--- src/hdl/rv_pkg.sv ---
`default_nettype none

package rv_pkg;

	localparam int xlen = 32;       // data and address width
	localparam int reg_addr_w = 5;  // 32 architectural registers
	localparam int opcode_w = 7;

	// controller states
	// st_halt is the hold entered after ecall and left only by reset
	typedef enum logic [2:0] {
		st_if   = 3'd0,
		st_id   = 3'd1,
		st_ex1  = 3'd2,
		st_ex2  = 3'd3,
		st_mem1 = 3'd4,
		st_wb   = 3'd5,
		st_halt = 3'd6
	} ctrl_state_t;

	// rv32i major opcodes handled by this core
	typedef enum logic [opcode_w-1:0] {
		op_arith     = 7'b0110011,  // r-type
		op_arith_imm = 7'b0010011,
		op_load      = 7'b0000011,
		op_store     = 7'b0100011,
		op_branch    = 7'b1100011,
		op_jal       = 7'b1101111,
		op_jalr      = 7'b1100111,
		op_ecall     = 7'b1110011
	} opcode_t;

	// what the controller asks of the alu
	typedef enum logic [1:0] {
		alu_add  = 2'b00,
		alu_sub  = 2'b01,
		alu_func = 2'b10  // decode funct3/funct7
	} alu_ctrl_t;

	typedef enum logic {
		src_a_pc  = 1'b0,
		src_a_reg = 1'b1
	} alu_src_a_t;

	typedef enum logic [1:0] {
		src_b_reg  = 2'b00,
		src_b_four = 2'b01,
		src_b_imm  = 2'b10
	} alu_src_b_t;

	// next pc from the live alu result or the latched aluout
	typedef enum logic {
		pc_alu_result = 1'b0,
		pc_alu_out    = 1'b1
	} pc_src_t;

endpackage

`default_nettype wire

--- src/hdl/imm_gen.sv ---
`timescale 1ns/1ps
`default_nettype none

module imm_gen (
	input  logic [rv_pkg::xlen-1:0] inst,
	output logic [rv_pkg::xlen-1:0] imm
);

	rv_pkg::opcode_t op;

	assign op = rv_pkg::opcode_t'(inst[rv_pkg::opcode_w-1:0]);

	always_comb begin
		case (op)
			// i-type, also used by loads and jalr
			rv_pkg::op_arith_imm,
			rv_pkg::op_load,
			rv_pkg::op_jalr: imm = {{20{inst[31]}}, inst[31:20]};
			rv_pkg::op_store: begin
				imm = {{20{inst[31]}}, inst[31:25], inst[11:7]};
			end
			rv_pkg::op_branch: begin
				imm = {{19{inst[31]}}, inst[31], inst[7], inst[30:25], inst[11:8], 1'b0};
			end
			rv_pkg::op_jal: begin
				imm = {{11{inst[31]}}, inst[31], inst[19:12], inst[20], inst[30:21], 1'b0};
			end
			default: imm = '0;  // r-type, ecall
		endcase
	end

endmodule

`default_nettype wire

--- config.mk ---
export PLATFORM = sky130hd
export DESIGN_NAME = imm_gen
export DESIGN_NICKNAME = d
export VERILOG_FILES = /design/src/hdl/rv_pkg.sv /design/src/hdl/imm_gen.sv
export SDC_FILE = /design/constraint.sdc
export NUM_CORES = 1
export LEC_CHECK = 0
export BUFFER_PORTS_ARGS = -buffer_cell sky130_fd_sc_hd__buf_2
export CAP_MARGIN = 0
export CORE_MARGIN = 4
export CORE_UTILIZATION = 29
export DETAILED_ROUTE_END_ITERATION = 16
export GPL_TIMING_DRIVEN = 0
export PLACE_DENSITY = 0.76
export SYNTH_ARGS = -nofsm -noshare
export SYNTH_HDL_FRONTEND = slang
export SYNTH_SLANG_ARGS = --single-unit
--- constraint.sdc ---
create_clock -name vclk -period 4.1
set_clock_uncertainty 0.15 [all_clocks]
set_input_delay 0.615 -clock vclk [all_inputs]
set_output_delay 0.615 -clock vclk [all_outputs]
set_load 0.03 [all_outputs]
# == Yosys cells after proc, flatten, opt, wreduce, memory -nomap -nowiden ==
# Cells that the tools add are included.
# totals
reg_bits,0
# classes
n_eq_ne,6
n_reduce_logical,1
muxes,1
# ops
op,n
$pmux W32 S4,1
$eq A7 B7 Y1 const B,3
$eq A7 B2 Y1 const B,1
$eq A7 B5 Y1 const B,1
$eq A7 B6 Y1 const B,1
$reduce_or A3 Y1,1

# == Longest topological paths before layout ==
# Gate-level depths: netlist of the first run.
# depth
word_depth,3
ltp_mapped,5

# == Worst setup path after synthesis of the first run ==
# OpenSTA, ideal clock, no wires.
# synth_timing
path_kind,input to output
from,in inst[6] in the netlist's numbering
to,out imm[21] in the netlist's numbering
t_required_ps,3335
arrival_ps,3051
n_path_buf,3
stages,5
slack_ps,284
path_cell_list,buf_6 or4_4 buf_6 a211oi_1 buf_4
# synth_via
elab_chain_cells,3
# synth_rtl
element,line,text
start: declaration,imm_gen.sv:5,"input logic [rv_pkg::xlen-1:0] inst,"
$eq A7 B5 Y1 (tied with other cells),imm_gen.sv:14,case (op)
$reduce_or A3 Y1,imm_gen.sv:14,
$pmux W32 S4 *,imm_gen.sv:14,
end: declaration,imm_gen.sv:6,output logic [rv_pkg::xlen-1:0] imm
# Mark *: on every way between the ends. The rest lies on a longest branch, timed or not.

# == Worst setup path after layout of the first run ==
# layout_timing
from,in inst[5] in the netlist's numbering
to,out imm[28] in the netlist's numbering
# Same word-level chain as after synthesis.

==> summary.txt, run 1 <==
Status: completed
Max-slew headroom: 23.2%
Avg WL per Cell: 10.9 µm
Largest net degree at the start of global routing: 13
WP depth: 6
Avg Cell Area, Syn: 7.73 µm²
Detailed Route Iter0 Violations: 3
# clk buffers: 0
Slew Viols, Final: 0
Cell family with most CP delay: compound AO/OA/AOI/OAI gates
Die width: 48.3 µm
Post-CTS sizing: 0
Leak Pwr: 0.562 nW
PwrDens: 66.9 nW/µm²
Count of different cell masters after synthesis: 25
Chip height: 48.3 µm
Slowest CP cell: a211oi_1
Num sequential: 0
Post-route total power: 0.0540 mW
GRT overflow: 0
Rows: 14
Min-delay src: inst[30]
Die area: 2340 µm²
Final Hold Violating Endpoints: 0
GP Congestion: 0.732
Share of cells above drive strength 1: 71.0%
Diode count: 0
Setup crit start kind: primary input
Final WL: 1530 µm
Initial Utilization: 31.0%
MaxCap Viol Count: 0
Dpl hpwl: 1360 µm
Critical path fanouts, max: 12
Final #Nets: 158
Critical Path Most Common Cell: buf_2
Type of the worst setup path: primary input to output port
Net Count, Synth: 93
Wire length of the first global-routing pass: 2590 µm
Fmax: 285 MHz
Vias/cell: 4.71
CP Capture Type: output port
Io pins: 64
# DRC: 0
Slowest stage delay, CP: 900 ps
Peak supply drop: 36.9 µV
Hold Crit Depth: 4
WP data arrival: 2750 ps
CP bufs+invs: 4
Initial antenna violation count: 0
Cts hold-fix bufs: 0
Drt pass-1 iters: 3
Fin cells: 140
Core area: 1520 µm²
Tcrit/Tclk final: 85.6%
Hold Path End: imm[10]
CP cell instances: buf_2 -> or4_4 -> buf_6 -> a211oi_1 -> buf_4 -> buf_2
Post-route ant nets: 0
RSZ-0062 raised after global routing: false
Post-CTS setup repair buffer count: 0
Synthesized cell area: 472 µm²
WP data required: 3340 ps
Routed vias: 659
Syn Inst Count: 61
I/O Buffers: 63
Dpl cells: 140
YS warnings: 0
Tmin final: 3510 ps
Setup TNS: 0 ps
Seq/Total Area, Yosys: 0%
Total track usage: 12.2%
Register area: 0 µm²
Hold Path Class: primary input to output port
Number of global-route vias before repair: 640
Area growth, synth to finish: 71.1%
# setup viols final: 0
Tightest Pin Transition: 1140 ps
## Yosys cell counts (2+ instances only)
| cell type | count | area (µm²) |
|---|---|---|
| a211oi_1 | 7 | 52.6 |
| a21o_1 | 9 | 67.6 |
| a22o_2 | 4 | 40.0 |
| buf_4 | 11 | 82.6 |
| buf_6 | 2 | 22.5 |
| inv_1 | 8 | 30.0 |
| nand2_1 | 2 | 7.51 |
## per-layer routing
| metal | GRT usage, % | vias up | routed length (µm) |
|---|---|---|---|
| met4 | 1.84 | 0 | 12 |
| li1 | - | 344 | - |
| met2 | 22.4 | 46 | 712 |
| met3 | 2.45 | 2 | 196 |
| met5 | 0 | - | 0 |
| met1 | 14.6 | 267 | 604 |
## layout by cell type, fill, tap and decap left out, drive strengths merged
cell type	n
buf	77
a21o	9
inv	8
a211oi	7
a22o	4
nand2	2
nor3	2
a21oi	2
nand2b	1
or2	1
nand4b	1
or3	1
nand3b	1
a32o	1
nand3	1
mux2	1
a2111oi	1
mux2i	1
nor4	1
a221o	1
or4	1
## how the worst max path moves through the flow
stage,from,endpoint,slack [ps]
3_5_place_dp,inst[5],imm[28],560
3_3_place_gp,inst[5],imm[24],660
5_1_grt,inst[2],imm[21],320
2_1_floorplan,inst[6],imm[21],280
6_report,inst[5],imm[28],590
4_1_cts,inst[5],imm[28],560
## per-stage QoR
| step | instance area (µm²) | worst slack, ps | utilization, % | hold WS, ps |
|---|---|---|---|---|
| global route | 807 | 317 | 53.0 | 1440 |
| detailed placement | 807 | 561 | 53.0 | 1420 |
| floorplan | 472 | 284 | - | 1230 |
| CTS | 807 | 561 | 53.0 | 1420 |
| finish | 807 | 589 | 53.0 | 1420 |
| global placement | 807 | 661 | 53.0 | 1420 |
## tightest hold or removal path, stage by stage
cell,delay (ps)
buf_2,90
inv_1,40
a211oi_1,40
buf_2,170
## final cells by class
class,instances,area (µm²)
Fill cell,140,717
Multi-Input combinational cell,39,332
Timing Repair Buffer,63,315
Buffer,14,110
Inverter,8,30.0
Tap cell,16,20.0
## cell families after synthesis
kind of cell / Yosys count / synth area share [%]
simple gates: 12 / 17.2
compound gates: 25 / 48.5
buf+inv: 22 / 29.7
mux: 2 / 4.51
## power by group
part	total, mW	leakage, nW	switching (mW)	internal [mW]
Combinational	0.0540	0.562	0.0298	0.0242
Sequential	0	0	0	0
Clock	0	0	0	0
Total	0.0540	0.562	0.0298	0.0242
Power figures use the tool's default switching activity.
==> run 2, diff against run 1 <==
--- a/config.mk
+++ b/config.mk
@@ -5,13 +5,14 @@
 export SDC_FILE = /design/constraint.sdc
 export NUM_CORES = 1
 export LEC_CHECK = 0
+export ABC_CLOCK_PERIOD_IN_PS = 4100
 export BUFFER_PORTS_ARGS = -buffer_cell sky130_fd_sc_hd__buf_2
 export CAP_MARGIN = 0
 export CORE_MARGIN = 4
-export CORE_UTILIZATION = 29
+export CORE_UTILIZATION = 30
 export DETAILED_ROUTE_END_ITERATION = 16
 export GPL_TIMING_DRIVEN = 0
-export PLACE_DENSITY = 0.76
+export PLACE_DENSITY = 0.78
 export SYNTH_ARGS = -nofsm -noshare
 export SYNTH_HDL_FRONTEND = slang
 export SYNTH_SLANG_ARGS = --single-unit
==> constraint.sdc (replaced) <==
create_clock -name vclk -period 4.1
set_clock_uncertainty 0.15 [all_clocks]
set_input_delay 0.205 -clock vclk [all_inputs]
set_output_delay 0.205 -clock vclk [all_outputs]
set_load 0.03 [all_outputs]
==> summary.txt, run 2 (synthesis gave the netlist of run 1 again) <==
Diode count: 0
Routed met2 length: 785 µm
Critical path fanouts, max: 12
GRT overflow: 0
Post-route ant nets: 0
Max-slew headroom: 24.7%
Logic pwr share: 100.0%
Fmax: 374 MHz
Rows: 14
Routed vias: 689
PwrDens: 67.6 nW/µm²
Area growth, synth to finish: 71.1%
Final #Nets: 158
Initial antenna violation count: 0
Chip height: 47.7 µm
Post-CTS sizing: 0
Status: completed
# DRC: 0
Number of global-route vias before repair: 566
Most frequent cells in the layout: buf_2 (64), buf_4 (11), a21o_1 (9)
Tmin final: 2680 ps
Io pins: 64
Most common cell after layout, fill and taps aside: buf_2
Switch share: 55.6%
Tcrit/Tclk final: 65.3%
# clk buffers: 0
# setup viols final: 0
Post-DP Area: 807 µm²
MaxCap Viol Count: 0
RSZ-0062 raised after global routing: false
Final Hold Violating Endpoints: 0
# fillers: 149
Num sequential: 0
Total track usage: 12.7%
Die area: 2270 µm²
WP data arrival: 2320 ps
Register area: 0 µm²
Post-Route M1 WL: 597 µm
Final Cell Area: 807 µm²
Peak supply drop: 31.8 µV
Setup TNS: 0 ps
Sequential share of power: 0%
Share of cells above drive strength 1: 71.0%
Psw: 0.0303 mW
Multi-input combinational cell area: 332 µm²
Setup crit start kind: primary input
Fin cells: 140
Post-route total power: 0.0545 mW
Met3 WL: 248 µm
Hold Path Class: primary input to output port
GP Congestion: 0.744
Core area: 1490 µm²
Largest net degree at the start of global routing: 13
Cts hold-fix bufs: 0
Leak Pwr: 0.562 nW
Pint: 0.0242 mW
Worst setup margin: 1420 ps
Final WL: 1630 µm
Type of the worst setup path: primary input to output port
Initial Utilization: 31.7%
Detailed Route Iter0 Violations: 9
Wire length of the first global-routing pass: 2240 µm
Dpl hpwl: 1430 µm
I/O Buffers: 63
CP Capture Type: output port
Highest routed layer: met3
Tightest Pin Transition: 1120 ps
Vias/cell: 4.92
Post-CTS setup repair buffer count: 0
Avg WL per Cell: 11.7 µm
Slew Viols, Final: 0
Dpl cells: 140
Die width: 47.7 µm
WP data required: 3740 ps
Clock share of power: 0%
Pre-CTS setup slack: 1370 ps
Drt pass-1 iters: 4
==> run 2: cell counts in the layout (fill, tap and decap cells not counted) <==
No cell type changed its count.
==> run 2: layout make-up <==
cell class | count | area share [%]
plain buffers | 14 | 13.6
inverters | 8 | 3.72
multi-input cells | 39 | 41.1
well taps | 16 | 2.48
repair buffers | 63 | 39.1
==> run 2: per-layer routing <==
metal / up-vias / track usage, %
li1: 344 / -
met1: 298 / 14.5
met2: 47 / 26.2
met3: 0 / 1.50
met4: 0 / 0
met5: - / 0
==> run 2: worst paths after layout <==
| kind | from | endpoint | cells past startpoint |
|---|---|---|---|
| hold / removal | inst[30] | imm[10] | 4 |
| setup / recovery | inst[5] | imm[30] | 6 |
==> run 2: critical path: stages <==
cell	delay [ps]
buf_2	130
or4_4	530
buf_6	150
a211oi_1	880
buf_4	240
buf_2	190
==> run 2: power by group through the flow <==
stage	sequential, mW	clock [mW]	combinational (mW)
floorplan	0	0	0.0308
global placement	0	0	0.0535
detailed placement	0	0	0.0546
CTS	0	0	0.0547
global route	0	0	0.0595
finish	0	0	0.0545
==> run 2: per-stage QoR <==
stage | util (%) | hold WS, ps
floorplan | - | 415
global placement | 54.2 | 598
detailed placement | 54.2 | 604
CTS | 54.2 | 604
global route | 54.2 | 615
finish | 54.2 | 598
==> run 3, diff against run 2 <==
--- a/config.mk
+++ b/config.mk
@@ -5,14 +5,14 @@
 export SDC_FILE = /design/constraint.sdc
 export NUM_CORES = 1
 export LEC_CHECK = 0
-export ABC_CLOCK_PERIOD_IN_PS = 4100
+export ABC_CLOCK_PERIOD_IN_PS = 2150
 export BUFFER_PORTS_ARGS = -buffer_cell sky130_fd_sc_hd__buf_2
 export CAP_MARGIN = 0
 export CORE_MARGIN = 4
 export CORE_UTILIZATION = 30
 export DETAILED_ROUTE_END_ITERATION = 16
 export GPL_TIMING_DRIVEN = 0
-export PLACE_DENSITY = 0.78
+export PLACE_DENSITY = 0.82
 export SYNTH_ARGS = -nofsm -noshare
 export SYNTH_HDL_FRONTEND = slang
 export SYNTH_SLANG_ARGS = --single-unit
==> constraint.sdc (replaced) <==
create_clock -name vclk -period 2.15
set_clock_uncertainty 0.15 [all_clocks]
set_input_delay 0.1075 -clock vclk [all_inputs]
set_output_delay 0.1075 -clock vclk [all_outputs]
set_load 0.03 [all_outputs]
==> summary.txt, run 3 (synthesis gave the netlist of run 1 again) <==
Fmax: 511 MHz
Rows: 14
Die area: 2270 µm²
PwrDens: 130 nW/µm²
Hold Path Class: primary input to output port
GP Congestion: 0.769
Tmin final: 1960 ps
Post-CTS setup repair buffer count: 0
Vias/cell: 4.87
Peak supply drop: 81.6 µV
Diode count: 0
Avg WL per Cell: 11.7 µm
Tightest Pin Transition: 538 ps
Wire length of the first global-routing pass: 2280 µm
Most frequent cells in the layout: buf_2 (64), buf_4 (11), a21o_1 (9)
Final Hold Violating Endpoints: 0
Die width: 47.7 µm
Chip height: 47.7 µm
Critical Path End: imm[21]
Final WL: 1630 µm
Slew Viols, Final: 0
CP bufs+invs: 4
WP data arrival: 1700 ps
Slowest stage delay, CP: 530 ps
Io pins: 64
I/O Buffers: 63
Post-CTS sizing: 0
Register area: 0 µm²
CP Capture Type: output port
Leak Pwr: 0.562 nW
RSZ-0062 raised after global routing: false
Total track usage: 12.9%
Critical path fanouts, max: 12
Num sequential: 0
Initial Utilization: 31.7%
Core area: 1490 µm²
WP depth: 6
# clk buffers: 0
Share of cells above drive strength 1: 71.8%
Dpl hpwl: 1440 µm
Final #Nets: 158
Cell family with most CP delay: buffers and inverters
Cts hold-fix bufs: 0
Number of global-route vias before repair: 593
# setup viols final: 0
Post-route ant nets: 0
Setup TNS: 0 ps
Tcrit/Tclk final: 91.1%
Critical Path Most Common Cell: buf_2
Max-slew headroom: 63.8%
Setup crit start kind: primary input
Routed vias: 682
Worst Setup SP: inst[5]
Initial antenna violation count: 0
Fin Hold WS: 404 ps
Largest net degree at the start of global routing: 13
Slowest CP cell: or4_4
Detailed Route Iter0 Violations: 8
MaxCap Viol Count: 0
CP cell instances: buf_2 -> or4_4 -> buf_6 -> a211oi_4 -> buf_4 -> buf_2
Drt pass-1 iters: 4
Area growth, synth to finish: 73.7%
Status: completed
# DRC: 0
Most common cell after layout, fill and taps aside: buf_2
GRT overflow: 0
Type of the worst setup path: primary input to output port
WP data required: 1890 ps
## run 3: cell counts in the layout (fill, tap and decap cells not counted)
Identical to the previous run, type by type.
## run 3: routing by layer
layer | global-route usage [%] | part of all wire, % | up-vias
met5 | 0 | 0 | -
met4 | 0.538 | 0 | 0
met3 | 1.50 | 13 | 0
met2 | 25.9 | 50 | 46
met1 | 15.0 | 37 | 295
li1 | - | - | 341
## run 3: worst min path at each step
stage | startpoint | endpoint | slack [ps] | cells after the start
2_1_floorplan | inst[30] | imm[10] | 220 | 2
3_3_place_gp | inst[28] | imm[8] | 400 | 4
3_5_place_dp | inst[27] | imm[7] | 410 | 4
4_1_cts | inst[27] | imm[7] | 410 | 4
5_1_grt | inst[28] | imm[8] | 420 | 4
6_report | inst[25] | imm[5] | 400 | 4
## run 3: power breakdown
group	internal, mW	switching (mW)	leakage (nW)
sequential	0	0	0
clock	0	0	0
combinational	0.0464	0.0597	0.562
## run 3: final cells by class
class / count / area, µm²
plain buffers: 14 / 110
fillers: 144 / 669
inverters: 8 / 30.0
multi-input cells: 39 / 344
well taps: 16 / 20.0
repair buffers: 63 / 315
## run 3: through the flow
stage,setup WS (ps),utilization (%),std cells,power [mW],instance area [µm²]
2_1_floorplan,168,-,61,0.0606,484
3_3_place_gp,209,55.0,140,0.104,820
3_5_place_dp,169,55.0,140,0.107,820
4_1_cts,174,55.0,140,0.107,820
5_1_grt,89.9,55.0,140,0.115,820
6_report,192,55.0,140,0.106,820
