$ cat src/hdl/rv_pkg.sv
`default_nettype none

package rv_pkg;

	localparam int xlen = 32;       // data and address width
	localparam int reg_addr_w = 5;  // 32 architectural registers
	localparam int opcode_w = 7;

	// controller states
	// st_halt is the hold entered after ecall and left only by reset
	typedef enum logic [2:0] {
		st_if   = 3'd0,
		st_id   = 3'd1,
		st_ex1  = 3'd2,
		st_ex2  = 3'd3,
		st_mem1 = 3'd4,
		st_wb   = 3'd5,
		st_halt = 3'd6
	} ctrl_state_t;

	// rv32i major opcodes handled by this core
	typedef enum logic [opcode_w-1:0] {
		op_arith     = 7'b0110011,  // r-type
		op_arith_imm = 7'b0010011,
		op_load      = 7'b0000011,
		op_store     = 7'b0100011,
		op_branch    = 7'b1100011,
		op_jal       = 7'b1101111,
		op_jalr      = 7'b1100111,
		op_ecall     = 7'b1110011
	} opcode_t;

	// what the controller asks of the alu
	typedef enum logic [1:0] {
		alu_add  = 2'b00,
		alu_sub  = 2'b01,
		alu_func = 2'b10  // decode funct3/funct7
	} alu_ctrl_t;

	typedef enum logic {
		src_a_pc  = 1'b0,
		src_a_reg = 1'b1
	} alu_src_a_t;

	typedef enum logic [1:0] {
		src_b_reg  = 2'b00,
		src_b_four = 2'b01,
		src_b_imm  = 2'b10
	} alu_src_b_t;

	// next pc from the live alu result or the latched aluout
	typedef enum logic {
		pc_alu_result = 1'b0,
		pc_alu_out    = 1'b1
	} pc_src_t;

endpackage

`default_nettype wire

$ cat src/hdl/control_unit.sv
`timescale 1ns/1ps
`default_nettype none

module control_unit (
	input  logic                        clk,
	input  logic                        reset,
	input  logic [rv_pkg::opcode_w-1:0] opcode,
	input  logic                        alu_bcond,
	output logic                        pc_write,
	output logic                        pc_write_not_cond,
	output logic                        iord,
	output logic                        mem_read,
	output logic                        mem_write,
	output logic                        ir_write,
	output logic                        reg_write,
	output logic                        mem_to_reg,
	output rv_pkg::pc_src_t             pc_source,
	output rv_pkg::alu_ctrl_t           alu_ctrl,
	output rv_pkg::alu_src_a_t          alu_src_a,
	output rv_pkg::alu_src_b_t          alu_src_b,
	output logic                        halted
);

	rv_pkg::ctrl_state_t state;
	rv_pkg::ctrl_state_t state_next;
	rv_pkg::opcode_t op;

	logic is_rtype;
	logic is_itype;
	logic is_load;
	logic is_store;
	logic is_branch;
	logic is_jal;
	logic is_jalr;
	logic is_ecall;
	logic is_exec;  // classes that go through ex1

	assign op = rv_pkg::opcode_t'(opcode);

	assign is_rtype  = (op == rv_pkg::op_arith);
	assign is_itype  = (op == rv_pkg::op_arith_imm);
	assign is_load   = (op == rv_pkg::op_load);
	assign is_store  = (op == rv_pkg::op_store);
	assign is_branch = (op == rv_pkg::op_branch);
	assign is_jal    = (op == rv_pkg::op_jal);
	assign is_jalr   = (op == rv_pkg::op_jalr);
	assign is_ecall  = (op == rv_pkg::op_ecall);
	assign is_exec   = is_rtype | is_itype | is_load | is_store | is_branch;

	always_ff @(posedge clk) begin
		if (reset) begin
			state <= rv_pkg::st_if;
		end else begin
			state <= state_next;
		end
	end

	always_comb begin
		case (state)
			rv_pkg::st_if: state_next = rv_pkg::st_id;
			rv_pkg::st_id: begin
				if (is_jal || is_jalr) begin
					state_next = rv_pkg::st_wb;  // link and jump straight away
				end else if (is_ecall || !is_exec) begin
					state_next = rv_pkg::st_halt;  // unsupported opcodes stop as well
				end else begin
					state_next = rv_pkg::st_ex1;
				end
			end
			rv_pkg::st_ex1: begin
				if (is_load || is_store) begin
					state_next = rv_pkg::st_mem1;
				end else if (is_branch) begin
					state_next = alu_bcond ? rv_pkg::st_ex2 : rv_pkg::st_if;
				end else begin
					state_next = rv_pkg::st_wb;
				end
			end
			rv_pkg::st_ex2:  state_next = rv_pkg::st_if;
			rv_pkg::st_mem1: state_next = is_load ? rv_pkg::st_wb : rv_pkg::st_if;
			rv_pkg::st_wb:   state_next = rv_pkg::st_if;
			rv_pkg::st_halt: state_next = rv_pkg::st_halt;
			default:         state_next = rv_pkg::st_if;
		endcase
	end

	always_comb begin
		pc_write = 1'b0;
		pc_write_not_cond = 1'b0;
		iord = 1'b0;
		mem_read = 1'b0;
		mem_write = 1'b0;
		ir_write = 1'b0;
		reg_write = 1'b0;
		mem_to_reg = 1'b0;
		halted = 1'b0;
		pc_source = rv_pkg::pc_alu_result;
		// idle alu setting is pc+4
		alu_ctrl = rv_pkg::alu_add;
		alu_src_a = rv_pkg::src_a_pc;
		alu_src_b = rv_pkg::src_b_four;

		case (state)
			rv_pkg::st_if: begin
				mem_read = 1'b1;  // ir <- mem[pc]
				ir_write = 1'b1;
			end
			rv_pkg::st_id: begin
				// a, b latch from the register file; aluout <- pc+4
				halted = is_ecall | ~(is_exec | is_jal | is_jalr);
			end
			rv_pkg::st_ex1: begin
				alu_src_a = rv_pkg::src_a_reg;
				if (is_rtype) begin
					alu_src_b = rv_pkg::src_b_reg;
					alu_ctrl = rv_pkg::alu_func;
				end else if (is_itype) begin
					alu_src_b = rv_pkg::src_b_imm;
					alu_ctrl = rv_pkg::alu_func;
				end else if (is_branch) begin
					alu_src_b = rv_pkg::src_b_reg;
					alu_ctrl = rv_pkg::alu_sub;
					pc_write_not_cond = 1'b1;  // pc <- aluout (pc+4) when not taken
					pc_source = rv_pkg::pc_alu_out;
				end else begin
					alu_src_b = rv_pkg::src_b_imm;  // load/store address
				end
			end
			rv_pkg::st_ex2: begin
				alu_src_b = rv_pkg::src_b_imm;  // branch target pc+imm
				pc_write = 1'b1;
			end
			rv_pkg::st_mem1: begin
				iord = 1'b1;
				mem_read = is_load;
				mem_write = is_store;
				pc_write = is_store;  // store retires here
			end
			rv_pkg::st_wb: begin
				reg_write = 1'b1;
				pc_write = 1'b1;
				mem_to_reg = is_load;
				if (is_jal) begin
					alu_src_b = rv_pkg::src_b_imm;
				end else if (is_jalr) begin
					alu_src_a = rv_pkg::src_a_reg;
					alu_src_b = rv_pkg::src_b_imm;
				end
			end
			rv_pkg::st_halt: halted = 1'b1;
			default: ;
		endcase
	end

	// one memory port, so a cycle either reads or writes
	a_mem_rw_excl: assert property (@(posedge clk) disable iff (reset)
		!(mem_read && mem_write))
		else $error("control_unit: mem_read and mem_write high together");

endmodule

`default_nettype wire

$ cat config.mk
export PLATFORM = sky130hd
export DESIGN_NAME = control_unit
export DESIGN_NICKNAME = d
export VERILOG_FILES = /design/src/hdl/rv_pkg.sv /design/src/hdl/control_unit.sv
export SDC_FILE = /design/constraint.sdc
export NUM_CORES = 1
export LEC_CHECK = 0
export ABC_AREA = 0
export BUFFER_PORTS_ARGS = -buffer_cell sky130_fd_sc_hd__buf_2
export CORE_AREA = 2 2 39 41
export DETAILED_ROUTE_END_ITERATION = 10
export DIE_AREA = 0 0 41 43
export GPL_TIMING_DRIVEN = 0
export MAX_ROUTING_LAYER = met4
export SETUP_SLACK_MARGIN = 0.4
export SYNTH_ARGS = -nofsm -noshare
export SYNTH_HDL_FRONTEND = slang
export SYNTH_SLANG_ARGS = --single-unit
$ cat constraint.sdc
create_clock -name clk -period 2.65 [get_ports clk]
set_input_delay 0.1325 -clock clk [delete_from_list [all_inputs] [get_ports clk]]
set_output_delay 0.1325 -clock clk [all_outputs]
set_load 0.01 [all_outputs]
---- Yosys cells after proc, flatten, opt, wreduce, memory -nomap -nowiden ----
Index checks and enable logic that the tools add are counted.
storage, ports and cells
  bits in registers ....................... 3
  input port bits ......................... 10
  output and inout port bits .............. 15
  logic and storage cells ................. 61
operators by class
  equal/unequal tests ..................... 14
  mux-type cells .......................... 32
  bitwise operators ....................... 8
  reduce and logical (&&, ||, !) cells .... 6
operator list
  cell                number
  $eq 7x7->1 const B  4
  $mux 2              9
  $mux 3              5
  $pmux 3 s5          1
  $eq 7x6->1 const B  2
  $mux 1              12
  $eq 3x3->1 const B  3
  $pmux 1 s2          4
  $eq 7x2->1 const B  1
  $eq 7x5->1 const B  1
  $or 1x1->1          7
  $eq 3x2->1 const B  2
  $pmux 2 s3          1
  $eq 3x1->1 const B  1
  $logic_not 3->1     1
  $logic_or 1x1->1    3
  $reduce_or 2->1     1
  $logic_not 1->1     1
  $not 1->1           1

---- Depth between registers and ports, before layout ----
Gate-level depths: netlist of the first run.
  word-level depth ........................ 10
  mapped depth ............................ 5
  depth with buffers taken out ............ 4

---- Least setup slack after synthesis of the first run ----
No wires, ideal clock.
  kind .................................... register -> output
  from .................................... register state[2]
  to ...................................... output port alu_ctrl[0]
  arrival time ............................ 1.224 ns
  required time ........................... 2.518 ns
  path slack .............................. 1.293 ns
  cell stages (with the launch flop) ...... 5
  buffers on the path ..................... 2
  cells stage by stage .................... dfxtp_1 buf_4 nand2b_1 nor3_1 buf_4
on the way
  longest elaborated chain between the ends .. 2
RTL lines
  item                    line                 text
  from (decl)             control_unit.sv:24   rv_pkg::ctrl_state_t state;
  from (signal assigned)  control_unit.sv:52   state <= rv_pkg::st_if;
  from (signal assigned)  control_unit.sv:54   state <= state_next;
  $eq 3x2->1              control_unit.sv:103  case (state)
  $mux 2                  control_unit.sv:103
  to (decl)               control_unit.sv:18   output rv_pkg::alu_ctrl_t alu_ctrl,
Every way passes these cells.

---- Worst setup path after layout of the first run ----
Same ends and word-level chain as after synthesis.

==> results of run 1 <==
==> per-layer routing <==
metal / routed length [um] / up-vias / track usage
li1: - / 256 / -
met1: 512 / 214 / 0.154
met2: 543 / 17 / 0.244
met3: 40 / 2 / 0
met4: 19 / 0 / 0.0600
met5: 0 / - / -
==> cells by family (layout without fill, tap and decap cells) <==
logic type	count (synthesis)	count (layout)	share of synthesized area
compound gates	15	15	0.269
flops	3	3	0.137
simple gates	27	27	0.457
xor+xnor	2	2	0.0400
buf+inv	7	34	0.0971
==> critical path, stage by stage (launching register included) <==
cell	delay, ns
dfxtp_1	0.29
buf_4	0.15
nand2b_1	0.20
nor3_1	0.30
buf_4	0.16
buf_2	0.11
==> final cells by class <==
type	count	area, um2	share of cell area
flip-flops and latches	3	60.1	0.100
repair buffers	23	115	0.192
plain buffers	5	35.0	0.0585
inverters	2	7.51	0.0125
clock buffers	4	26.3	0.0438
multi-input cells	44	335	0.559
well taps	16	20.0	0.0334
==> power by group through the flow <==
| stage | clock network (mW) | logic (mW) | registers, mW |
|---|---|---|---|
| after global placement | 0 | 0.101 | 0.0566 |
| after detailed placement | 0 | 0.102 | 0.0566 |
| final | 0.0795 | 0.101 | 0.0557 |
| after global routing | 0.0842 | 0.111 | 0.0567 |
| after floorplan | 0 | 0.0670 | 0.0552 |
| after CTS | 0.0822 | 0.102 | 0.0559 |
==> cell usage in the layout, fill, tap and decap left out, types with 2 or more instances in the layout <==
cell,count
a21o_1,2
a21oi_1,3
and2_1,2
and3_1,3
buf_2,24
buf_4,4
clkbuf_4,3
dfxtp_1,3
inv_1,2
nand2_1,3
nand2b_1,3
nor2_1,4
nor2_2,2
o21ai_1,2
==> worst max-delay path by stage <==
| stage | slack (ns) | end | cells after the start |
|---|---|---|---|
| 2_1_floorplan | 1.29 | alu_ctrl[0] | 4 |
| 3_3_place_gp | 1.33 | alu_ctrl[0] | 5 |
| 3_5_place_dp | 1.30 | alu_ctrl[0] | 5 |
| 4_1_cts | 1.05 | alu_ctrl[0] | 5 |
| 5_1_grt | 0.98 | alu_ctrl[0] | 5 |
| 6_report | 1.07 | alu_ctrl[0] | 5 |
==> impl_metrics.toml, run 1 <==
[timing]
finalSetupTns_ns = 0
rsz0062_at_grt = "no"
drv_slew = 0
finalHoldViolCount = 0
timing.final.ws_setup_ns = 1.07
max_slew_margin = 0.761
holdWs_ns = 0.0903
fin_crit_sh = 0.597
worst_pin_slew_ns = 0.349
period_needed_ns = 1.58
fin_worst_skew_ns = 0.00452
setup_viol = 0
fmax_ghz = 0.632

[route]
drt_wl_total_mm = 1.12
wl_per_cell_um = 11.5
routed_via_density = 5.04
via_count = 489
detail-route-antenna-nets = 0
dr.pass1.iters = 3
initialDrtViolationCount = 3
drc_errors = 0

[placed_design]
place_hpwl_um = 926
pre_cts_slack_ns = 1.30
portBuffers = 23
placed_cell_area_um2 = 573
gp_congestion = 0.727
dp_cells = 93

[cells_and_area]
largest_reg_flops = 3
drive_above_1_share = 0.469
syn_to_final_growth_pct = 36.9
regMostFlops = "state"
fillers = 158
instances_no_fill = 97
final_util = 0.433
stdcell_area_um2 = 599
nNetsFinal = 92
reg_top3 = "state (3)"
num_antenna_cells = 0

[floorplanning]
io_pins = 25
rows = 14
dieHeight_um = 43
die_w_um = 41
start_util = 0.316
core-area_mm2 = 0.00138
dieArea_mm2 = 0.00176

[worst_setup_path]
startpoint = "state[2]$_SDFF_PP0_"
cp.arrival_ns = 1.45
path_class = "reg -> out"
r2r_end = "state[0]$_SDFF_PP0_"
end_kind = "output port"
r2r_cells = 4
critPathMaxFanout = 9
crit_required_ns = 2.52
start_kind = "register"
r2r_slack_ns = 1.36
r2r-start = "state[1]$_SDFF_PP0_"

[global_route]
antenna_found_initial = 0
grt_overflow_total = 0
grt_pass1_vias = 434
grt_util_all_layers = 0.139
grt_pass1_wl_mm = 1.70
grt_max_degree = 11

[power_and_ir_drop]
comb_power_share = 0.427
vdd_drop_max_v = 0.000344
seqPwrFrac = 0.236
p_int_mw = 0.152
clockPowerShare = 0.337
power.total_mw = 0.236
power.switching_fraction = 0.358
p_sw_mw = 0.0845
powerDensity_mw_per_mm2 = 394
leakage_nw = 0.310

[min_path]
holdPathEnd = "state[2]$_SDFF_PP0_"
holdPathStages = 2
min_from = "reset"
min_path_type = "in -> reg"

[yosys]
yosys.area.top_type = "dfxtp_1"
postSynthAreaPerCell_um2 = 8.11
syn_nets = 64
syn-instance-count = 54
synth_edf_count = 0
yosysUniqueCellTypes = 33
synthArstFlopShare = 0
synthesis.area_um2 = 438
ys_top_cells_by_area = "dfxtp_1 (14%), buf_4 (6.9%), nand4bb_4 (6.3%)"
ys_ff_latch = 3
synthFlopType = "dfxtp_1"
yosysSeqAreaShare = 0.137
yosysTopAreaCellShare = 0.137
synth_commonest_cells = "buf_4 (4), nor2_1 (4)"
yosys_warnings = 0

[clocking]
cts_buffer_depth = 2
htree_levels = 1
cts_setup_buffers = 0
clk_pin_slew_ns = 0.04
cts_tree = "done"
cts_sinks = 3
holdBufCountCts = 0
cts_root_buffer = "clkbuf_4"
cts_buffers = 3
clock_latency_ns = 0.23
cts_resized = 0

[run_status]
status = "complete, no violations"

[run]
maxCapViolCount = 0
Note: power is estimated with default switching activity, not from simulation.
==> inputs of run 2 (changes only) <==
--- a/config.mk
+++ b/config.mk
@@ -12,6 +12,7 @@
 export DIE_AREA = 0 0 41 43
 export GPL_TIMING_DRIVEN = 0
 export MAX_ROUTING_LAYER = met4
+export PLACE_DENSITY = 0.65
 export SETUP_SLACK_MARGIN = 0.4
 export SYNTH_ARGS = -nofsm -noshare
 export SYNTH_HDL_FRONTEND = slang
==> constraint.sdc (replaced) <==
create_clock -name clk -period 1.3 [get_ports clk]
set_input_delay 0.065 -clock clk [delete_from_list [all_inputs] [get_ports clk]]
set_output_delay 0.065 -clock clk [all_outputs]
set_load 0.01 [all_outputs]
==> impl_metrics.toml, run 2 (synthesis gave the netlist of run 1 again) <==
[global_route]
antenna_found_initial = 0
grt_max_degree = 10
grt_overflow_total = 0
grt_util_all_layers = 0.178
grt_pass1_wl_mm = 2.19
grt_pass1_vias = 483

[clocking]
cts_buffer_depth = 2
clock_latency_ns = 0.23
cts_sinks = 3
cts_root_buffer = "clkbuf_4"
cts_tree = "done"
holdBufCountCts = 0
htree_levels = 1
cts_buffers = 3
clk_pin_slew_ns = 0.03

[power_and_ir_drop]
leakage_nw = 0.379
vdd_drop_max_v = 0.000442
powerDensity_mw_per_mm2 = 761
power.total_mw = 0.586

[route]
drt_wl_total_mm = 1.35
routed_via_density = 5.01
met2_length_um = 707
wl_met1_um = 610
dr.pass1.iters = 4
via_count = 531
wl_per_cell_um = 12.7
detail-route-antenna-nets = 0
initialDrtViolationCount = 5
route.met3.wl_um = 27
drc_errors = 0
top_layer_used = "met3"

[cells_and_area]
num_antenna_cells = 0
regMostFlops = "state"
nNetsFinal = 101
syn_to_final_growth_pct = 75.7
final_util = 0.556
reg_top3 = "state (3)"
instances_no_fill = 106
final_cell_mix = "buf_2 (22), buf_4 (11), buf_6 (3), nor2_1 (3), clkbuf_4 (3)"
final_common_cell = "buf_2"
drive_above_1_share = 0.678
largest_reg_flops = 3

[timing]
setup_viol = 6
holdWs_ns = 0.0328
drv_slew = 0
finalHoldViolCount = 0
rsz0062_at_grt = "yes"
max_slew_margin = 0.733
fin_worst_skew_ns = 0.000689
period_needed_ns = 1.35
fmax_ghz = 0.742
timing.final.ws_setup_ns = -0.0471
fin_crit_sh = 1.04
worst_pin_slew_ns = 0.399

[worst_setup_path]
start_kind = "register"
cp.arrival_ns = 1.28
path_class = "reg -> out"
end_kind = "output port"
crit_required_ns = 1.24
critPathMaxFanout = 7

[floorplanning]
dieArea_mm2 = 0.00176
dieHeight_um = 43
die_w_um = 41
rows = 14
io_pins = 25
core-area_mm2 = 0.00138
start_util = 0.316

[placed_design]
gp_congestion = 0.796
dp_cells = 93
place_hpwl_um = 981
pre_cts_slack_ns = 0.0816
portBuffers = 23

[run]
maxCapViolCount = 0

[min_path]
min_path_type = "in -> reg"

[run_status]
failed_checks = "negative setup slack"
status = "complete, but fails checks"
## run 2: cell types whose count changed in the layout (fill, tap and decap cells not counted), sizes merged
cell,change
buf,+9
## run 2: final cells by class
class,count,area [um2]
Inverter,2,7.51
Tap cell,16,20.0
Fill cell,133,614
Clock buffer,4,26.3
Buffer,5,53.8
Multi-Input combinational cell,44,400
Timing Repair Buffer,32,193
Sequential cell,3,68.8
## run 2: repair_timing
item,4_1_cts,5_1_grt
endpoints found under the setup margin,18,18
resized for setup,9,1
setup buffers,9,0
pin swaps,5,2
## run 2: power by group
| part | internal (mW) | switching (mW) | total [mW] |
|---|---|---|---|
| Clock | 0.115 | 0.0418 | 0.156 |
| Sequential | 0.105 | 0.0164 | 0.121 |
| Combinational | 0.159 | 0.149 | 0.308 |
## run 2: path summary, 6_finish.rpt
| kind | from | endpoint | slack, ns | cells past startpoint |
|---|---|---|---|---|
| max | state[2]$_SDFF_PP0_ | pc_write | -0.05 | 5 |
| max reg2reg | state[2]$_SDFF_PP0_ | state[2]$_SDFF_PP0_ | 0.02 | 6 |
| min reg2reg | state[0]$_SDFF_PP0_ | state[2]$_SDFF_PP0_ | 0.62 | 2 |
| min | reset | state[1]$_SDFF_PP0_ | 0.03 | 2 |
## run 2: per-stage QoR
step                setup TNS (ns)  area (um2)
detailed placement               0         637
CTS                         -0.231         766
floorplan                        0         502
global placement                 0         637
global route                -0.945         769
finish                      -0.183         769
## run 2: routing by layer
metal | global-route usage | vias to the layer above
met4 | 0.0267 | 0
met1 | 0.240 | 249
li1 | - | 271
met3 | 0.0366 | 0
met5 | - | -
met2 | 0.272 | 11
## run 2: worst max-delay path, stage by stage (launching register included)
cell	delay, ns
dfxtp_2	0.31
buf_6	0.11
nor3b_4	0.23
and3_4	0.22
a21o_1	0.07
buf_2	0.12
