File: config.mk
export PLATFORM = sky130hd
export DESIGN_NAME = alu
export DESIGN_NICKNAME = d
export VERILOG_FILES = /design/src/hdl/rv_pkg.sv /design/src/hdl/alu.sv
export SDC_FILE = /design/constraint.sdc
export NUM_CORES = 1
export LEC_CHECK = 0
export BUFFER_PORTS_ARGS = -buffer_cell sky130_fd_sc_hd__buf_2
export CORE_AREA = 2 2 159 161
export DETAILED_ROUTE_END_ITERATION = 7
export DIE_AREA = 0 0 161 163
export GPL_TIMING_DRIVEN = 0
export SYNTH_ARGS = -nofsm -noshare
export SYNTH_HDL_FRONTEND = slang
export SYNTH_SLANG_ARGS = --single-unit
File: constraint.sdc
create_clock -name vclk -period 4.75
set_input_delay 0.2375 -clock vclk [all_inputs]
set_output_delay 0.2375 -clock vclk [all_outputs]
set_load 0.05 [all_outputs]
File: src/hdl/rv_pkg.sv
`default_nettype none

package rv_pkg;

	localparam int xlen = 32;       // data and address width
	localparam int reg_addr_w = 5;  // 32 architectural registers
	localparam int opcode_w = 7;

	// controller states
	// st_halt is the hold entered after ecall and left only by reset
	typedef enum logic [2:0] {
		st_if   = 3'd0,
		st_id   = 3'd1,
		st_ex1  = 3'd2,
		st_ex2  = 3'd3,
		st_mem1 = 3'd4,
		st_wb   = 3'd5,
		st_halt = 3'd6
	} ctrl_state_t;

	// rv32i major opcodes handled by this core
	typedef enum logic [opcode_w-1:0] {
		op_arith     = 7'b0110011,  // r-type
		op_arith_imm = 7'b0010011,
		op_load      = 7'b0000011,
		op_store     = 7'b0100011,
		op_branch    = 7'b1100011,
		op_jal       = 7'b1101111,
		op_jalr      = 7'b1100111,
		op_ecall     = 7'b1110011
	} opcode_t;

	// what the controller asks of the alu
	typedef enum logic [1:0] {
		alu_add  = 2'b00,
		alu_sub  = 2'b01,
		alu_func = 2'b10  // decode funct3/funct7
	} alu_ctrl_t;

	typedef enum logic {
		src_a_pc  = 1'b0,
		src_a_reg = 1'b1
	} alu_src_a_t;

	typedef enum logic [1:0] {
		src_b_reg  = 2'b00,
		src_b_four = 2'b01,
		src_b_imm  = 2'b10
	} alu_src_b_t;

	// next pc from the live alu result or the latched aluout
	typedef enum logic {
		pc_alu_result = 1'b0,
		pc_alu_out    = 1'b1
	} pc_src_t;

endpackage

`default_nettype wire

File: src/hdl/alu.sv
`timescale 1ns/1ps
`default_nettype none

module alu (
	input  rv_pkg::alu_ctrl_t       alu_ctrl,
	input  logic [2:0]              funct3,
	input  logic                    funct7_5,
	input  logic [rv_pkg::xlen-1:0] a,
	input  logic [rv_pkg::xlen-1:0] b,
	output logic [rv_pkg::xlen-1:0] result,
	output logic                    bcond
);

	logic [4:0] shamt;
	logic lt_s;
	logic lt_u;

	assign shamt = b[4:0];
	assign lt_s = $signed(a) < $signed(b);
	assign lt_u = a < b;

	always_comb begin
		case (alu_ctrl)
			rv_pkg::alu_add: result = a + b;
			rv_pkg::alu_sub: result = a - b;
			rv_pkg::alu_func: begin
				case (funct3)
					3'b000: result = funct7_5 ? a - b : a + b;
					3'b001: result = a << shamt;
					3'b010: result = {{(rv_pkg::xlen-1){1'b0}}, lt_s};
					3'b011: result = {{(rv_pkg::xlen-1){1'b0}}, lt_u};
					3'b100: result = a ^ b;
					3'b101: result = funct7_5 ? $unsigned($signed(a) >>> shamt) : a >> shamt;
					3'b110: result = a | b;
					default: result = a & b;
				endcase
			end
			default: result = '0;
		endcase
	end

	// branch condition from funct3 is sampled only in ex1 of a branch
	always_comb begin
		case (funct3)
			3'b000: bcond = (a == b);  // beq
			3'b001: bcond = (a != b);
			3'b100: bcond = lt_s;      // blt
			3'b101: bcond = ~lt_s;
			3'b110: bcond = lt_u;      // bltu
			3'b111: bcond = ~lt_u;
			default: bcond = 1'b0;
		endcase
	end

endmodule

`default_nettype wire

-- Word-level counts from Yosys, hierarchy flattened
Cells that the tools add are included.
- register bits after elaboration: 0
- input port bits: 70
- output and inout port bits: 33
- logic and storage cells: 30
- $add $sub $neg: 2
- order comparisons: 2
- equality and inequality tests: 11
- shift operators: 3
- multiplexer cells: 5
- bitwise gates (word level): 5
- reduce and logical (&&, ||, !) cells: 2
- operators by type and width (operator ; number):
    one-hot mux 32 bit (7 select lines) ; 1
    one-hot mux 32 bit (3 select lines) ; 1
    < comparator 32 bit ; 2
    two-way mux 32 bit ; 2
    adder 32 bit ; 1
    AND 32 bit ; 1
    == test 32 bit ; 1
    != test 32 bit ; 1
    OR 32 bit ; 1
    left shift 32 x 5 -> 32 bit ; 1
    >> shifter 32 x 5 -> 32 bit ; 1
    >>> shifter 32 x 5 -> 32 bit ; 1
    subtractor 32 bit ; 1
    bitwise XOR 32 bit ; 1
    == test 3 bit, second input constant ; 4
    == test 3 x 2 -> 1 bit, second input constant ; 2
    one-hot mux 1 bit (6 select lines) ; 1
    == test 3 x 1 -> 1 bit, second input constant ; 1
    zero test 3 bit ; 1
    == test 2 x 1 -> 1 bit, second input constant ; 1
    == test 2 bit, second input constant ; 1
    zero test 2 bit ; 1
    NOT 1 bit ; 2

-- Depth between registers and ports, before layout
Gate-level depths: netlist of the first run.
- depth in word-level cells: 4
- mapped depth: 16

-- Worst setup path before layout of the first run
No wires, ideal clock.
- kind: input -> output
- start point: in b[2] in the netlist's numbering
- end point: out result[26] in the netlist's numbering
- arrival: 4.097 ns
- data required time: 4.513 ns
- setup slack: 0.415 ns
- cell stages on the path: 14
- path buffers: 3
- cells stage by stage: inv_2 -> buf_1 -> clkbuf_1 -> ha_1 -> clkbuf_2 -> nor2b_1 -> o211ai_1 -> a21oi_1 -> o31a_1 -> a41oi_2 -> o221ai_1 -> mux2i_1 -> xor2_1 -> o21ai_0
- cells in the longest elaborated chain, start to end: 4
- elaborated cells on any way between the ends: 9
- those cells by class: 2 x add/sub; 3 x shift; 4 x mux
- RTL lines (item ; RTL line ; text):
    from (decl) ; alu.sv:9 ; input logic [rv_pkg::xlen-1:0] b,
    adder 32 bit, or another cell as far along ; alu.sv:24, alu.sv:28 ;
    two-way mux 32 bit (on tied branches) ; alu.sv:28, alu.sv:33 ;
    one-hot mux 32 bit (7 select lines) ; alu.sv:27 ; case (funct3)
    one-hot mux 32 bit (3 select lines) (*) ; alu.sv:23 ; case (alu_ctrl)
    to (decl) ; alu.sv:10 ; output logic [rv_pkg::xlen-1:0] result,
Mark *: on every way between the ends. The rest lies on a longest branch, timed or not.

-- Worst setup path after layout of the first run
- start point: in b[4] in the netlist's numbering
- end point: out result[0] in the netlist's numbering
- cells in the longest elaborated chain, start to end: 4
- elaborated cells on any way between the ends: 8
- those cells by class: 2 x order compare; 3 x shift; 3 x mux
- RTL lines (item ; RTL line):
    parallel branches: the longest is 2 deep, another holds < comparator 32 bit ; -
    one-hot mux 32 bit (7 select lines) (*) ; alu.sv:27
    one-hot mux 32 bit (3 select lines) (*) ; alu.sv:23
Every way passes the cells marked *.

==> results of run 1 <==
-- through the flow --
| stage | setup TNS, ns | cell area (sq um) | total power, uW | hold WS [ns] | instances |
|---|---|---|---|---|---|
| 5_1_grt | 0 | 10700 | 1790 | 1.13 | 1857 |
| 6_report | -0.0285 | 10700 | 1730 | 1.11 | 1857 |
| 3_5_place_dp | -9.44 | 10600 | 1640 | 1.09 | 1859 |
| 4_1_cts | 0 | 10600 | 1650 | 1.09 | 1857 |
| 2_1_floorplan | 0 | 9690 | 1100 | 0.918 | 1430 |
| 3_3_place_gp | -10.70 | 10600 | 1650 | 1.10 | 1859 |
-- layout by cell type, fill, tap and decap left out, types with 6 or more instances in the layout --
cell      netlist  routed
mux4_2         45      45
nor2_1        177     177
buf_2          28     128
or2_2           6       6
mux2_2          6       6
or3_1           7       7
o22ai_1        35      35
nor4_1          7       6
a211o_1         6       6
buf_1           9       7
a22oi_1         9       9
nand2_1       108     108
o31ai_1        13      12
and2_1          7       7
ha_1          106     106
nand2b_1       12      12
a211oi_1       13      13
o211ai_1       24      24
xnor2_1        40      40
a21oi_1       169     166
nand4_1         7       7
o31a_1          6       6
a221oi_1       15      15
xor2_1          6       6
nand3_1        20      20
o21ai_0       109     109
inv_1          96      96
a21o_1         15      15
o221ai_1       15      14
o21bai_1       10       9
mux2i_1        65      65
nor2b_1        10      10
clkbuf_1       78      74
nor3_1         25      24
a31oi_1        15      15
-- routing by layer --
layer	up-vias	share of wire, %	GRT usage [%]	wire (um)
li1	5484	-	-	-
met1	6243	39	56.6	22700
met2	940	43	66.3	25100
met3	215	12	8.63	6830
met4	2	5.8	19.8	3350
met5	-	0.022	0	13
-- power by group --
part	leakage, uW	switching (uW)	total, uW	internal, uW
Combinational	0.00452	1200	1730	531
Clock	0	0	0	0
Sequential	0	0	0	0
Total	0.00452	1200	1730	531
-- worst paths after layout --
| kind | from | to | cells after the start |
|---|---|---|---|
| worst min-delay path | alu_ctrl[1] | result[10] | 4 |
| worst max-delay path | b[4] | result[0] | 15 |
-- area by class of cell --
type | count | share of cell area (%)
Multi-Input combinational cell | 1209 | 83.2
Timing Repair Buffer | 100 | 4.72
Inverter | 101 | 3.55
Tap cell | 330 | 3.87
Buffer | 117 | 4.69
-- logic make-up (layout without fill, tap and decap cells) --
group,count (synthesis),after routing,share of synthesized area (%)
adders and majority gates,108,108,14.1
and+or+nand+nor,406,406,18.9
muxes,116,116,17.9
buffers and inverters,221,318,9.12
xor gates and xnor gates,46,46,4.16
AOI/OAI and AO/OA,533,533,35.8
-- repair_timing --
action	in CTS	in global routing
pin swaps	1	0
gates resized for setup	7	8
setup endpoints to repair	24	9
buffers inserted	1	0
==> impl_metrics.yaml, run 1 <==
global_routing:
  grt_max_degree: 28
  antenna_found_initial: 3
  grtUsageTotal_pct: 42.6
  grt_pass1_wl_mm: 82.9
  overflow: 0
  grt_pass1_vias: 12000
critical_path:
  path_buf_inv: 5
  arrival_ns: 4.54
  critPathLaunchType: "primary input"
  path_max_fanout: 11
  path_class: "primary input to output pin"
  required_ns: 4.51
  critical_path.top_delay_family: "compound AO/OA/AOI/OAI gates"
  path_cells: "buf_2, inv_1, clkbuf_2, ha_1, buf_4, nor2_1, o211ai_1, a211o_1, nand3b_4, a211oi_4, o41a_1, o211ai_4, a41oi_1, a21oi_1, buf_2"
  critPathMaxStageDelay_ns: 0.49
  critPathCaptureType: "output pin"
  slowest_stage: "o41a_1"
  crit_top_cell: "buf_2"
yosys:
  synthCells: 1430
  avgSynthCellArea_sq_um: 6.78
  synth_top_area_share_pct: 13.7
  syn-cell-area_sq_mm: 0.00969
  synthTopCellsByArea: "ha_1 14%, mux4_2 10%, a21oi_1 8.7%"
  synth.net_count: 1608
  synth_most_common_cell: "nor2_1"
  yosys.area.top_type: "ha_1"
  synth-seq-area-share_pct: 0
  synth_cell_types: 90
  ys_top_cells_by_count: "177 x nor2_1, 169 x a21oi_1, 109 x o21ai_0"
  synth_warnings: 0
drt:
  wl_mm: 57.9
  post-route-drc-count: 0
  ant_nets: 0
  wire_per_inst_um: 31.2
  drt_iter0_drc: 1911
  vias: 12900
  first_pass_iters: 6
  vias_per_cell: 6.94
floorplanning:
  die_y_um: 163
  core-area_sq_mm: 0.0247
  die_x_um: 161
  start_util_pct: 39.3
  rows: 58
  dieArea_sq_mm: 0.0262
  io-pin-count: 103
timing:
  setup_viol_count_final: 1
  period_share_pct: 101
  max_slew_margin_pct: 12.1
  worstMarginPinSlew_ns: 1.32
  fmax_mhz: 209
  rsz0062_at_grt: "no"
  fin_crit_ns: 4.78
  hold_viol: 0
  final.setup.worst_slack_ns: -0.0285
  slew_violations: 0
clock_network:
  hold_buffers: 0
finish:
  multi_input_area_sq_mm: 0.00887
  seq_cell_count: 0
  fillerInstances: 2704
  syn_to_final_growth_pct: 10.0
  post-route-util_pct: 43.2
  regArea_sq_um: 0
  nClkBuffers: 0
  final_nets: 1707
  antenna_cells: 0
  drive_gt1_share_pct: 14.7
job:
  max_cap_viol_count: 0
power:
  leakagePower_uw: 0.00452
  ir_worst_vdd_mv: 0.0883
  power_per_cell_area_mw_per_mm2: 162
placement:
  dpl.hpwl_mm: 46.7
  place_ws_ns: -0.814
  place_congestion: 1.08
  io_buffers: 99
status:
  violations: "setup timing"
  status: "finished, violations left"
hold_path:
  hp-class: "primary input to output pin"
Power figures use the tool's default switching activity.
==> run 2, diff against run 1 <==
Clock period 4.75 ns to 5.85 ns, I/O delays scaled along.
==> run 2 against run 1 <==
Net effect: the flow now finishes without violations; non-clock buffer count grew 2; worst setup slack gained 0.16 ns; final area shrank 0.40%; critical path depth grew 2; via count shrank 0.26%; combinational power shrank 19%; routed wire length is essentially flat; sequential share of layout area is the same; sequential cell count is the same.
==> impl_metrics.yaml, run 2 (same netlist as run 1, synthesis figures left out) <==
drt:
  post-route-drc-count: 0
  vias_per_cell: 6.91
  drt_iter0_drc: 1863
  vias: 12900
  first_pass_iters: 7
  wl_mm: 57.9
  wire_per_inst_um: 31.1
  ant_nets: 0
hold_path:
  hp-class: "primary input to output pin"
  min_path_cells: 4
global_routing:
  overflow: 0
  grt_pass1_vias: 12000
  use_met2_pct: 67.2
  grtUsageMet3_pct: 8.40
  grt_busiest_layer: "met2"
  grtUsageTotal_pct: 42.7
  met1_usage_pct: 56.5
  grt_pass1_wl_mm: 83.1
  antenna_found_initial: 5
  grt_max_degree: 13
critical_path:
  path_class: "primary input to output pin"
  critPathCaptureType: "output pin"
  critPathLaunchType: "primary input"
  required_ns: 5.56
  slowest_stage: "buf_1"
  critPathMaxStageDelay_ns: 0.65
  path_cells: "buf_2, inv_2, buf_1, clkbuf_1, ha_1, clkbuf_2, nor2b_1, o211ai_1, a21oi_1, o31a_1, a211oi_1, o31ai_1, and3_1, o22ai_1, xor2_1, o211ai_1, buf_2"
  path_max_fanout: 11
  arrival_ns: 5.42
finish:
  fillerInstances: 2702
  multi_input_area_sq_mm: 0.00883
  nClkBuffers: 0
  finish.instance_area_sq_mm: 0.0106
  regArea_sq_um: 0
  layout_common_cells: "177 x nor2_1, 169 x a21oi_1, 127 x buf_2"
  drive_gt1_share_pct: 14.0
  mostFrequentLayoutCell: "nor2_1"
  syn_to_final_growth_pct: 9.58
  post-route-util_pct: 43.1
  seq_cell_count: 0
  final_nets: 1709
timing:
  setup_tns_ns: 0
  fmax_mhz: 175
  max_slew_margin_pct: 10.6
  worstMarginPinSlew_ns: 1.34
  hold_viol: 0
  rsz0062_at_grt: "no"
  slew_violations: 0
  period_share_pct: 97.7
  fin_crit_ns: 5.72
  setup_viol_count_final: 0
placement:
  dpl.hpwl_mm: 46.7
  io_buffers: 99
  place_congestion: 1.08
  placed_cell_area_sq_mm: 0.0106
floorplanning:
  die_y_um: 163
  start_util_pct: 39.3
  core-area_sq_mm: 0.0247
  io-pin-count: 103
  die_x_um: 161
  dieArea_sq_mm: 0.0262
  rows: 58
job:
  max_cap_viol_count: 0
power:
  ir_worst_vdd_mv: 0.0711
  power_per_cell_area_mw_per_mm2: 131
  power_uw: 1400
  leakagePower_uw: 0.00450
status:
  status: "finished clean"
==> run 2: changes by cell type in the layout (fill, tap and decap cells not counted), sizes merged <==
cell / previous run / this run
clkbuf: 77 / 79
diode: 0 / 1
==> run 2: path summary, 6_finish.rpt <==
path	startpoint	end	slack [ns]
max	b[2]	result[24]	0.13
min	alu_ctrl[1]	result[10]	1.22
==> run 2: metrics by stage <==
stage / hold WS [ns] / cells / worst slack (ns)
floorplan: 1.03 / 1430 / 1.41
global placement: 1.21 / 1859 / 0.142
detailed placement: 1.20 / 1859 / 0.176
CTS: 1.20 / 1859 / 0.173
global route: 1.24 / 1859 / 0.0328
finish: 1.22 / 1860 / 0.133
==> run 2: layout make-up <==
cell class / instances / area share (%)
Antenna cell: 1 / 0.0236
Buffer: 120 / 4.76
Inverter: 101 / 3.57
Multi-Input combinational cell: 1209 / 83.1
Tap cell: 330 / 3.89
Timing Repair Buffer: 99 / 4.66
==> run 2: what timing repair did <==
item / in CTS / in global routing
buffers inserted: 0 / 0
endpoints found under the setup margin: 0 / 2
resized for setup: 0 / 2
hold buffers: 0 / 0
==> run 2: layer usage <==
layer | wire [um] | vias to the layer above
met5 | 29 | -
met4 | 3360 | 4
met2 | 25000 | 976
li1 | - | 5495
met3 | 6700 | 217
met1 | 22800 | 6158
==> run 2: critical path: cells and delay by family <==
family | cells | cell delay, ns
xor+xnor | 1 | 0.18
fa+ha+maj | 1 | 0.22
simple gates | 2 | 0.55
compound gates | 7 | 1.99
buf+inv | 6 | 2.19
==> run 2: report_power, final <==
group	switching, uW	internal (uW)
clock network	0	0.0000229
registers	0	0
logic	966	429
total	966	429
==> run 3, diff against run 2 <==
Settings changed: BUFFER_PORTS_ARGS -buffer_cell sky130_fd_sc_hd__buf_2 to -buffer_cell sky130_fd_sc_hd__buf_4.
==> run 3 against run 2 <==
Net effect: the flow now finishes with violations (DRC); sequential cell count is the same; die area did not move; fmax grew 0.75%; first-iteration DRC count down 4.9%; count of clock-buffer cells in the layout did not move; critical path depth stayed put; combinational power about the same; via count is 0.42% lower; routed wire length is 1.2% lower; critical path type unchanged; largest cell class unchanged.
==> impl_metrics.yaml, run 3 (same netlist as run 1, synthesis figures left out) <==
finish:
  drive_gt1_share_pct: 14.1
  layout_common_cells: "177 x nor2_1, 169 x a21oi_1, 109 x o21ai_0"
  mostFrequentLayoutCell: "nor2_1"
  seq_cell_count: 0
  fillerInstances: 2695
  syn_to_final_growth_pct: 12.2
  finish.instance_area_sq_mm: 0.0109
  final_nets: 1709
  regArea_sq_um: 0
  nClkBuffers: 0
power:
  p_switching_uw: 965
  p_int_uw: 465
  pwr-share-seq_pct: 0
  switching_share_pct: 67.5
  clkPwrFrac_pct: 0
  power_frac_comb_pct: 100.0
  ir_worst_vdd_mv: 0.0749
  leakagePower_uw: 0.00458
  power_per_cell_area_mw_per_mm2: 132
global_routing:
  grt_max_degree: 13
  grtUsageTotal_pct: 42.4
  overflow: 0
  grt_pass1_wl_mm: 82.9
  antenna_found_initial: 2
  grt_pass1_vias: 12000
drt:
  vias_per_cell: 6.88
  wl_mm: 57.2
  ant_nets: 0
  first_pass_iters: 8
  wire_per_inst_um: 30.8
  drt_iter0_drc: 1772
  vias: 12800
  post-route-drc-count: 1
placement:
  dpl.hpwl_mm: 45.9
  placed_cell_area_sq_mm: 0.0109
  place_congestion: 1.07
  io_buffers: 99
timing:
  hold_viol: 0
  setup_tns_ns: 0
  worstMarginPinSlew_ns: 1.35
  fin_crit_ns: 5.67
  slew_violations: 0
  rsz0062_at_grt: "no"
  fmax_mhz: 176
  max_slew_margin_pct: 9.79
  setup_viol_count_final: 0
  period_share_pct: 97.0
floorplanning:
  rows: 58
  dieArea_sq_mm: 0.0262
  die_x_um: 161
  die_y_um: 163
  start_util_pct: 39.3
  core-area_sq_mm: 0.0247
  io-pin-count: 103
critical_path:
  critPathCaptureType: "output pin"
  required_ns: 5.56
  arrival_ns: 5.38
  path_class: "primary input to output pin"
  cp-startpoint: "b[3]"
  path_max_fanout: 11
  critPathLaunchType: "primary input"
hold_path:
  min_from: "alu_ctrl[1]"
  min_path_cells: 4
  hold_end: "result[10]"
  hp-class: "primary input to output pin"
status:
  violations: "DRC"
  status: "finished, violations left"
clock_network:
  hold_buffers: 0
  cts_setup_buffers: 0
job:
  max_cap_viol_count: 0
-- run 3: cell counts in the layout (fill, tap and decap cells not counted) --
Identical to the previous run, type by type.
-- run 3: timing repair --
| action | 4_1_cts | 5_1_grt |
|---|---|---|
| endpoints found under the hold margin | 0 | 0 |
| gates resized for setup | 0 | 3 |
| setup endpoints to repair | 0 | 2 |
-- run 3: layout make-up --
class | count | area (sq um) | share of cell area (%)
repair buffers | 99 | 743 | 6.83
diodes | 1 | 2.50 | 0.0230
inverters | 101 | 379 | 3.49
multi-input cells | 1209 | 8830 | 81.2
well taps | 330 | 413 | 3.80
plain buffers | 120 | 505 | 4.65
-- run 3: worst max path at each step --
stage,to
after floorplan,result[26]
after global placement,result[29]
after detailed placement,result[29]
after CTS,result[29]
after global routing,result[25]
final,result[28]
-- run 3: metal layers --
metal	part of all wire, %	vias to the layer above	global-route usage [%]	wire, um
li1	-	5480	-	-
met5	0	-	0	0
met4	5.6	0	19.6	3220
met2	43	1004	65.5	24700
met1	40	6124	57.6	22700
met3	12	188	7.56	6700
-- run 3: critical path, cell delays in order --
cell and delay (ns):
buf_4 0.08, clkbuf_1 0.46, inv_1 0.33, buf_1 0.37, clkbuf_1 0.39, ha_1 0.36, or2_2 0.30, o211ai_1 0.41
a21oi_1 0.31, a311oi_2 0.56, a21oi_2 0.16, a31oi_2 0.38, o21ai_1 0.13, mux2i_1 0.22, mux2i_1 0.24, o211ai_1 0.15
buf_4 0.23
-- run 3: power groups by stage --
stage	clock, uW	combinational, uW	sequential [uW]
CTS	0	1380	0
finish	0.0000229	1430	0
global route	0	1490	0
floorplan	0	890	0
global placement	0	1370	0
detailed placement	0	1370	0
-- run 3: metrics by stage --
stage / cells / util, % / setup WS, ns / total power, uW / hold slack, ns
2_1_floorplan: 1430 / - / 1.41 / 890 / 1.03
3_3_place_gp: 1859 / 44.0 / 0.165 / 1370 / 1.15
3_5_place_dp: 1859 / 44.0 / 0.248 / 1370 / 1.13
4_1_cts: 1859 / 44.0 / 0.231 / 1380 / 1.14
5_1_grt: 1859 / 44.1 / 0.0511 / 1490 / 1.19
6_report: 1860 / 44.1 / 0.176 / 1430 / 1.15
